<file path="src/verilog/ntm_pkg.sv">
// Shared fixed-point types for the input gate datapath
package ntm_pkg;

  ////////////////////////////////////////////////////////////////////////////
  // Fixed-point format
  ////////////////////////////////////////////////////////////////////////////

  // Fraction bits of one Q8.8 value
  parameter int FRAC_BITS = 8;

  // One Q8.8 signed value
  // Weights, vector elements, bias and gate output
  typedef logic signed [15:0] fixed_t;

  // Q24.16 accumulator for sums of Q8.8 products
  // Spare high bits absorb a full element without overflow
  typedef logic signed [39:0] acc_t;

  ////////////////////////////////////////////////////////////////////////////
  // Stream payloads
  ////////////////////////////////////////////////////////////////////////////

  // One multiply operand pair from the host
  typedef struct packed {
    // Matrix coefficient (W, K or U)
    fixed_t weight;
    // Vector element (x, r or h)
    fixed_t value;
  } operand_pair_t;

  // One gate element back to the host
  typedef struct packed {
    // Hard-sigmoid result where 1.0 is 256
    fixed_t value;
    // High on element SIZE_L-1 of a vector
    logic   last;
  } gate_out_t;

endpackage
</file>
<file path="src/verilog/ntm_dot_product.sv">
`timescale 1ns/1ps

// Streaming multiply-accumulate over TERMS operand pairs
module ntm_dot_product #(
  parameter int TERMS = 12
) (
  input  logic                   CLK,
  input  logic                   RST,

  // Operand pair stream
  input  logic                   pair_valid,
  output logic                   pair_ready,
  input  ntm_pkg::operand_pair_t pair,

  // Finished sum held until taken
  output logic                   sum_valid,
  input  logic                   sum_ready,
  output ntm_pkg::acc_t          sum
);

  // Wide enough for TERMS == 1 as well
  localparam int CNT_W = $clog2(TERMS + 1);

  ////////////////////////////////////////////////////////////////////////////
  // Signals
  ////////////////////////////////////////////////////////////////////////////

  logic [CNT_W-1:0]                            term_cnt;
  ntm_pkg::acc_t                               acc;
  ntm_pkg::acc_t                               acc_base;
  logic signed [2*$bits(ntm_pkg::fixed_t)-1:0] product;
  logic                                        pair_fire;
  logic                                        sum_fire;
  logic                                        last_term;

  ////////////////////////////////////////////////////////////////////////////
  // Handshakes
  ////////////////////////////////////////////////////////////////////////////

  assign sum_fire  = sum_valid && sum_ready;
  // Input stalls only while a finished sum waits
  assign pair_ready = !sum_valid || sum_ready;
  assign pair_fire  = pair_valid && pair_ready;
  assign last_term  = (term_cnt == CNT_W'(TERMS - 1));

  // Q16.16 product of one pair
  assign product = pair.weight * pair.value;

  // Taking the sum restarts from zero in the same cycle
  assign acc_base = sum_fire ? '0 : acc;

  assign sum = acc;

  ////////////////////////////////////////////////////////////////////////////
  // Accumulator and term counter
  ////////////////////////////////////////////////////////////////////////////

  always_ff @(posedge CLK or posedge RST) begin
    if (RST) begin
      term_cnt  <= '0;
      acc       <= '0;
      sum_valid <= 1'b0;
    end else begin
      // Add in the accepting cycle
      if (pair_fire) begin
        acc <= acc_base + ntm_pkg::acc_t'(product);
      end else if (sum_fire) begin
        acc <= '0;
      end

      // Pair count within the element
      if (pair_fire) begin
        term_cnt <= last_term ? '0 : term_cnt + 1'b1;
      end

      // Sum complete on the last pair
      if (pair_fire && last_term) begin
        sum_valid <= 1'b1;
      end else if (sum_fire) begin
        sum_valid <= 1'b0;
      end
    end
  end

endmodule

</file>
<file path="src/verilog/ntm_input_gate_top.sv">
`timescale 1ns/1ps

// Input gate subsystem with its sizes fixed
module ntm_input_gate_top #(
  // Controller input width
  parameter int SIZE_X = 4,
  // Word width of one memory row
  parameter int SIZE_W = 2,
  // Read heads
  parameter int SIZE_R = 1,
  // Gate vector length
  parameter int SIZE_L = 3
) (
  input  logic                   CLK,
  input  logic                   RST,

  // Operand pairs from the host
  input  logic                   pair_valid,
  output logic                   pair_ready,
  input  ntm_pkg::operand_pair_t pair,

  // Bias from the host
  input  logic                   bias_valid,
  output logic                   bias_ready,
  input  ntm_pkg::fixed_t        bias,

  // Gate values to the host
  output logic                   out_valid,
  input  logic                   out_ready,
  output ntm_pkg::gate_out_t     result
);

  ntm_input_gate_vector #(
    .SIZE_X(SIZE_X),
    .SIZE_W(SIZE_W),
    .SIZE_R(SIZE_R),
    .SIZE_L(SIZE_L)
  ) input_gate (
    .CLK       (CLK),
    .RST       (RST),
    .pair_valid(pair_valid),
    .pair_ready(pair_ready),
    .pair      (pair),
    .bias_valid(bias_valid),
    .bias_ready(bias_ready),
    .bias      (bias),
    .out_valid (out_valid),
    .out_ready (out_ready),
    .result    (result)
  );

endmodule

</file>
<file path="src/verilog/ntm_input_gate_vector.sv">
`timescale 1ns/1ps

// Input gate i(l) = sigmoid(W*x + K*r + U*h(t-1) + U*h(l-1) + b)
// Pairs stream through one accumulator, bias joins after it
module ntm_input_gate_vector #(
  parameter int SIZE_X = 4,
  parameter int SIZE_W = 2,
  parameter int SIZE_R = 1,
  parameter int SIZE_L = 3
) (
  input  logic                   CLK,
  input  logic                   RST,

  // Operand pairs, all terms of one element in order
  input  logic                   pair_valid,
  output logic                   pair_ready,
  input  ntm_pkg::operand_pair_t pair,

  // One bias per element
  input  logic                   bias_valid,
  output logic                   bias_ready,
  input  ntm_pkg::fixed_t        bias,

  // Gate values with vector framing
  output logic                   out_valid,
  input  logic                   out_ready,
  output ntm_pkg::gate_out_t     result
);

  ////////////////////////////////////////////////////////////////////////////
  // Constants
  ////////////////////////////////////////////////////////////////////////////

  // W*x, then K*r over all read heads, then both U*h terms
  localparam int TERMS = SIZE_X + SIZE_R * SIZE_W + 2 * SIZE_L;

  localparam int ELEM_W = (SIZE_L > 1) ? $clog2(SIZE_L) : 1;

  // fixed_t limits in accumulator width
  localparam ntm_pkg::acc_t SAT_MAX = 40'sd32767;
  localparam ntm_pkg::acc_t SAT_MIN = -40'sd32768;

  ////////////////////////////////////////////////////////////////////////////
  // Signals
  ////////////////////////////////////////////////////////////////////////////

  // Accumulator side
  logic               sum_valid;
  logic               sum_ready;
  ntm_pkg::acc_t      sum;

  // Bias join
  logic               join_open;
  logic               join_fire;
  ntm_pkg::acc_t      joined;
  ntm_pkg::acc_t      rescaled;
  ntm_pkg::fixed_t    preact_next;

  // Preactivation register
  logic               act_valid;
  logic               act_ready;
  ntm_pkg::fixed_t    preact;

  // Output side
  ntm_pkg::fixed_t    gate_value;
  logic [ELEM_W-1:0]  elem_cnt;
  logic               elem_last;

  ////////////////////////////////////////////////////////////////////////////
  // Dot product
  ////////////////////////////////////////////////////////////////////////////

  ntm_dot_product #(
    .TERMS(TERMS)
  ) dot_product (
    .CLK       (CLK),
    .RST       (RST),
    .pair_valid(pair_valid),
    .pair_ready(pair_ready),
    .pair      (pair),
    .sum_valid (sum_valid),
    .sum_ready (sum_ready),
    .sum       (sum)
  );

  ////////////////////////////////////////////////////////////////////////////
  // Bias join and rescale
  ////////////////////////////////////////////////////////////////////////////

  // Preactivation register free or emptying
  assign join_open = !act_valid || act_ready;

  // Sum and bias leave together
  assign sum_ready  = bias_valid && join_open;
  assign bias_ready = sum_valid && join_open;
  assign join_fire  = sum_valid && bias_valid && join_open;

  // Bias lifted to Q24.16 before the add
  assign joined   = sum + (ntm_pkg::acc_t'(bias) <<< ntm_pkg::FRAC_BITS);
  // Floor back to Q8.8
  assign rescaled = joined >>> ntm_pkg::FRAC_BITS;

  always_comb begin
    if (rescaled > SAT_MAX) begin
      preact_next = ntm_pkg::fixed_t'(SAT_MAX);
    end else if (rescaled < SAT_MIN) begin
      preact_next = ntm_pkg::fixed_t'(SAT_MIN);
    end else begin
      preact_next = ntm_pkg::fixed_t'(rescaled);
    end
  end

  always_ff @(posedge CLK or posedge RST) begin
    if (RST) begin
      act_valid <= 1'b0;
    end else if (join_fire) begin
      act_valid <= 1'b1;
    end else if (act_ready) begin
      act_valid <= 1'b0;
    end
  end

  always_ff @(posedge CLK) begin
    if (join_fire) begin
      preact <= preact_next;
    end
  end

  ////////////////////////////////////////////////////////////////////////////
  // Logistic and framing
  ////////////////////////////////////////////////////////////////////////////

  ntm_logistic_function logistic (
    .CLK      (CLK),
    .RST      (RST),
    .act_valid(act_valid),
    .act_ready(act_ready),
    .preact   (preact),
    .out_valid(out_valid),
    .out_ready(out_ready),
    .act      (gate_value)
  );

  // Index of the element now at the output
  assign elem_last = (elem_cnt == ELEM_W'(SIZE_L - 1));

  always_ff @(posedge CLK or posedge RST) begin
    if (RST) begin
      elem_cnt <= '0;
    end else if (out_valid && out_ready) begin
      elem_cnt <= elem_last ? '0 : elem_cnt + 1'b1;
    end
  end

  assign result = '{value: gate_value, last: elem_last};

endmodule

</file>
<file path="src/verilog/ntm_logistic_function.sv">
`timescale 1ns/1ps

// One-deep registered hard sigmoid clamp(0.5 + x/4, 0, 1)
module ntm_logistic_function (
  input  logic            CLK,
  input  logic            RST,

  // Preactivation in
  input  logic            act_valid,
  output logic            act_ready,
  input  ntm_pkg::fixed_t preact,

  // Gate value out
  output logic            out_valid,
  input  logic            out_ready,
  output ntm_pkg::fixed_t act
);

  // 0.5 and 1.0 in Q8.8
  localparam logic signed [16:0] HALF = 17'sd128;
  localparam logic signed [16:0] ONE  = 17'sd256;

  ntm_pkg::fixed_t    quarter;
  logic signed [16:0] shifted;
  ntm_pkg::fixed_t    clamped;

  // Floor divide by four
  assign quarter = preact >>> 2;
  // Extra bit keeps the offset sum from wrapping
  assign shifted = quarter + HALF;

  always_comb begin
    if (shifted < 0) begin
      clamped = '0;
    end else if (shifted > ONE) begin
      clamped = ntm_pkg::fixed_t'(ONE);
    end else begin
      clamped = ntm_pkg::fixed_t'(shifted);
    end
  end

  // Free when empty or emptying
  assign act_ready = !out_valid || out_ready;

  always_ff @(posedge CLK or posedge RST) begin
    if (RST) begin
      out_valid <= 1'b0;
    end else if (act_valid && act_ready) begin
      out_valid <= 1'b1;
    end else if (out_ready) begin
      out_valid <= 1'b0;
    end
  end

  // Output payload
  always_ff @(posedge CLK) begin
    if (act_valid && act_ready) begin
      act <= clamped;
    end
  end

endmodule

</file>
<file path="config.mk">
export PLATFORM = sky130hd
export DESIGN_NAME = ntm_input_gate_top
export DESIGN_NICKNAME = d
export VERILOG_FILES = /design/src/verilog/ntm_pkg.sv /design/src/verilog/ntm_dot_product.sv /design/src/verilog/ntm_input_gate_top.sv /design/src/verilog/ntm_input_gate_vector.sv /design/src/verilog/ntm_logistic_function.sv
export SDC_FILE = /design/constraint.sdc
export NUM_CORES = 1
export LEC_CHECK = 0
export BUFFER_PORTS_ARGS = -buffer_cell sky130_fd_sc_hd__buf_2
export CAP_MARGIN = 20
export CORE_AREA = 2 2 203 205
export DETAILED_ROUTE_END_ITERATION = 8
export DIE_AREA = 0 0 205 207
export PLACE_DENSITY = 0.68
export SLEW_MARGIN = 20
export SYNTH_ARGS = -nofsm -noshare
export SYNTH_HDL_FRONTEND = slang
export SYNTH_SLANG_ARGS = --single-unit
</file>
<file path="constraint.sdc">
create_clock -name CLK -period 18.2 [get_ports CLK]
set_input_delay 0 -clock CLK [delete_from_list [all_inputs] [get_ports CLK]]
set_output_delay 0 -clock CLK [all_outputs]
set_load 0.02 [all_outputs]
</file>
# After elaboration in Yosys (flattened, before gate mapping)
# Index checks and enable logic that the tools add are counted.
# word_totals
reg_bits	80
elab_cells	52
in_bits	53
# op_classes
reduce_logical	19
multipliers	1
eq_ne	2
order_cmp	4
muxes	12
add_sub_neg	5
# ops
op	n
two-way mux 40 bit	2
adder 40 x 24 -> 40 bit	1
adder 40 x 32 -> 40 bit	1
> comparator 32 x 16 -> 1 bit (second input constant)	1
less-than comparator 32 x 16 -> 1 bit (second input constant)	1
multiplier 16 x 16 -> 32 bit	1
two-way mux 16 bit	1
adder 14 x 9 -> 15 bit (second input constant)	1
> comparator 15 x 10 -> 1 bit (second input constant)	1
less-than comparator 15 x 1 -> 1 bit (second input constant)	1
logical AND 1 bit	9
two-way mux 9 bit	1
two-way mux 1 bit	6
nonzero test 2 bit	3
adder 4 x 1 -> 4 bit (second input constant)	1
== test 4 bit (second input constant)	1
two-way mux 4 bit	1
zero test 1 bit	3
logical OR 1 bit	3
adder 2 x 1 -> 2 bit (second input constant)	1
== test 2 bit (second input constant)	1
two-way mux 2 bit	1
OR reduction 2 bit	1

# Logic depth before layout (Yosys ltp)
# depth
word_depth	8
depth_mapped	27

# Hierarchy
# Synthesis repeated with hierarchy kept, for this count alone.
# hier_totals
cells_unflattened	1930
area_unflattened_um2	17682.0
# by_module_without_submodules
mod	seq_area_each_um2	cells_per_inst	area_per_inst_um2	instances
ntm_dot_product	1126.1	1552	14282.4	1
ntm_input_gate_vector	555.5	322	2637.5	1
ntm_logistic_function	475.5	56	762.0	1

# Worst setup path before layout
# OpenSTA, ideal clock, no wires.
# synth_path
path_kind	flip-flop to flip-flop
startpoint	register input_gate.logistic.out_valid
endpoint	register input_gate.dot_product.acc[28], in the netlist input_gate.dot_product.sum[28]
setup_slack_ps	11915
arrival_time_ps	6217
path_stages_with_launch	25
setup_ps	69
period_less_slack_ps	6285
required_time_ps	18131
cell_sequence	dfrtp_1 nand3b_1 and2_1 nand2_1 buf_1 nand2_1 fa_1 inv_1 fa_1 fa_1 fa_1 inv_1 fa_1 inv_1 ha_1 a21oi_1 o21ai_0 o41ai_1 nor3b_1 a21oi_1 a31o_2 a21oi_1 o21bai_1 or4_1 nand3_1
# synth_via
elab_chain_len	8
elab_cells_between_ends	10
classes_between	add/sub: 1; mux: 2; reduce/logical: 7
# synth_rtl
element	line	source
start, declared	ntm_logistic_function.sv:14	output logic out_valid,
start signal, assigned	ntm_logistic_function.sv:47	out_valid <= 1'b0;
start signal, assigned	ntm_logistic_function.sv:49	out_valid <= 1'b1;
start signal, assigned	ntm_logistic_function.sv:51	out_valid <= 1'b0;
zero test 1 bit (*)	ntm_logistic_function.sv:43	assign act_ready = !out_valid || out_ready;
logical OR 1 bit (*)	ntm_logistic_function.sv:43	
logical OR 1 bit (*)	ntm_input_gate_vector.sv:91	assign join_open = !act_valid || act_ready;
logical AND 1 bit (*)	ntm_input_gate_vector.sv:94	assign sum_ready = bias_valid && join_open;
logical AND 1 bit	ntm_dot_product.sv:40	assign sum_fire = sum_valid && sum_ready;
two-way mux 40 bit	--	
adder 40 x 32 -> 40 bit	ntm_dot_product.sv:66	acc <= acc_base + ntm_pkg::acc_t'(product);
two-way mux 40 bit (*)	ntm_dot_product.sv:65	if (pair_fire) begin
end signal, assigned	ntm_dot_product.sv:66	
end, declared	ntm_dot_product.sv:29	ntm_pkg::acc_t acc;
# Every way passes the cells marked *; elsewhere a longest branch is shown, timed or not.
# A chain may end at the register's enable or synchronous reset.

# Worst setup path in the final report
# Ends and elaborated chain as after synthesis.

==> impl_metrics.tcl <==
set metrics [dict create \
    std_cell_rows 74 \
    drive_gt1_frac 0.0723 \
    outcome "complete, no violations" \
    start_util 0.434 \
    first_global_vias 14400 \
    clock-sinks 78 \
    synth_compound_area_frac 0.101 \
    fin_crit_sh 0.373 \
    vias 12800 \
    finalClockSkew_ns 0.0122 \
    clock_path_buffers 2 \
    yosysWarnings 0 \
    reg2reg_to "input_gate.dot_product.sum[28]" \
    post_cts_resized 0 \
    cp-end-kind "register" \
    setup_viol 0 \
    grt_usage 0.200 \
    synthesis.instances 1905 \
    min_to "input_gate.dot_product.sum_valid" \
    cts_setup_buffers 0 \
    r2r_slack_ns 11.40 \
    postRouteAntennaNets 0 \
    nFillCells 3947 \
    setup_tns_ns 0 \
    portBuffers 72 \
    hpwl_um 33500 \
    synth_top_family_by_area "adder cells" \
    seq_area_frac_synth 0.120 \
    grt_setup_unrepaired "false" \
    clkLatencyLatePin_ns 0.34 \
    chipHeight_um 207 \
    clk_pin_slew_ns 0.07 \
    crit_fanout 42 \
    cts_root_buffer "clkbuf_16" \
    hp-class "in2reg" \
    drt_wl_total_um 39000 \
    fin_crit_ns 6.80 \
    worst_slew_pin_slew_ns 0.845 \
    gp_congestion 0.877 \
    synth_top_cell_by_area "fa_1" \
    cp_data_arrival_time_ns 7.07 \
    synthAdderAreaFrac 0.484 \
    cts_made_buffers 9 \
    path_class "reg2reg" \
    die_w_um 205 \
    routedWlPerCell_um 15.7 \
    layout_commonest_cell "inv_1" \
    grt_max_degree 68 \
    final_cell_mix "inv_1, fa_1, nand2_1" \
    dr.pass1.iters 6 \
    synth_mux_area_frac 0.00742 \
    grt_pass1_wl_um 69300 \
    die-area_um2 42400 \
    antenna_found_initial 2 \
    required_ns 18.47 \
    io_pins 73 \
    synth_area_um2 17500 \
    via_per_inst 5.17 \
    synth_top_cells_by_area "fa_1, ha_1, inv_1, dfrtp_1, and2_1" \
    drv_cap 0 \
    synth-simple-area-share 0.157 \
    ff2ff_path_depth 24 \
    cts.hold.buffers_added 3 \
    clock.fmax_mhz 147 \
    area_growth_pct 6.72 \
    synth_seq_cells 78 \
    startpoint_type "register" \
    drt-initial-drc-count 718 \
    ys_types 79 \
    hold_depth 4 \
    coreArea_um2 40400 \
    slew_headroom 0.437 \
    drc 0 \
    hold_viol 0 \
    syn_avg_cell_area_um2 9.20 \
    grt-ovfl-total 0 \
    cts_tree "yes" \
    maxSlewViolCount 0 \
    nNetsFinal 2476 \
    synth-edff-count 29 \
    ys.flop_type "dfrtp_1" \
    htreeDepth 3 \
    synthXorXnorAreaFrac 0.0285 \
    async_reset_ff_frac 0.628 \
    r2r-start "input_gate.logistic.out_valid" \
    synth_top_area_frac 0.378 \
    worstHoldStart "bias_valid" \
]
logic make-up (layout without fill, tap and decap cells):
group | Yosys count | after routing
buf+inv | 472 | 511
simple gates | 552 | 552
mux | 12 | 12
xor+xnor | 57 | 57
fa+ha+maj | 479 | 479
flops | 78 | 78
compound gates | 254 | 254
other cells | 1 | 8
metal layers:
metal  global-route usage  wire length (um)
met5                    0                 0
met2                0.384             21600
met3               0.0134              1020
met4               0.0429               688
met1                0.243             15700
cell usage after synthesis, types with 8 or more instances:
library cell and number:
a21o_1 21, and2_1 166, xnor2_1 37, ha_1 148
mux2_2 8, a21oi_1 54, o21bai_1 15, inv_1 415
or2_2 8, clkbuf_1 46, nand2_1 225, fa_1 331
xor2_1 20, nand4_1 11, a211oi_1 9, o21ai_2 10
nand2b_1 11, nand3_1 21, dfrtp_1 49, nor2_1 46
edfxtp_1 29, o21ai_0 64, nor3_1 25
worst max-delay path: stages (launching register included):
cell and delay [ns]:
dfrtp_1 0.39, nand3b_1 0.13, and2_1 0.19, nand2_1 0.06, buf_4 0.32, nand2_1 0.20
fa_1 0.53, inv_1 0.05, fa_1 0.53, fa_1 0.43, fa_1 0.49, inv_1 0.06
fa_1 0.53, inv_1 0.04, ha_1 0.37, a21oi_1 0.19, o21ai_0 0.13, o41ai_1 0.42
nor3b_1 0.31, a21oi_1 0.18, a31o_2 0.29, a21oi_1 0.21, o21bai_1 0.12, or4_1 0.41
nand3_1 0.09
worst max-delay path by stage:
stage | from | end
floorplan | input_gate.logistic.out_valid | input_gate.dot_product.sum[28]
global placement | pair[15] | input_gate.dot_product.sum[38]
detailed placement | pair[31] | input_gate.dot_product.sum[39]
CTS | input_gate.logistic.out_valid | input_gate.dot_product.sum[28]
global route | input_gate.logistic.out_valid | input_gate.dot_product.sum[28]
finish | input_gate.logistic.out_valid | input_gate.dot_product.sum[28]
through the flow:
step / cells / instance area (um2) / util / hold WS, ns / setup WS (ns)
5_1_grt: 2483 / 18700 / 0.463 / 0.0577 / 11.11
2_1_floorplan: 1910 / 17500 / - / 0.114 / 11.91
4_1_cts: 2481 / 18700 / 0.463 / 0.0240 / 11.49
3_3_place_gp: 2462 / 18400 / 0.455 / 0.194 / 11.55
3_5_place_dp: 2462 / 18400 / 0.455 / 0.203 / 11.34
6_report: 2483 / 18700 / 0.463 / 0.0433 / 11.40
sequential cells by signal (all words and copies together), names as in the netlist:
| register | flops |
|---|---|
| input_gate.act_valid | 1 |
| input_gate.logistic.act | 15 |
| input_gate.elem_cnt | 2 |
| input_gate.preact | 14 |
| input_gate.dot_product.sum | 40 |
| input_gate.dot_product.sum_valid | 1 |
| input_gate.dot_product.term_cnt | 4 |
| input_gate.logistic.out_valid | 1 |
cell type report:
type	count	area (um2)	share of cell area
clock buffer	9	225	0.0120
tap	532	666	0.0356
antenna	2	5.00	0.000268
sequential	78	2100	0.112
timing repair buffer	80	428	0.0229
inverter	415	1560	0.0833
multi-input combinational	1360	13700	0.730
clock inverter	7	77.6	0.00415
Power is not shown: default switching activity piles up to over one toggle a cycle in this logic, so the estimate is an artifact.
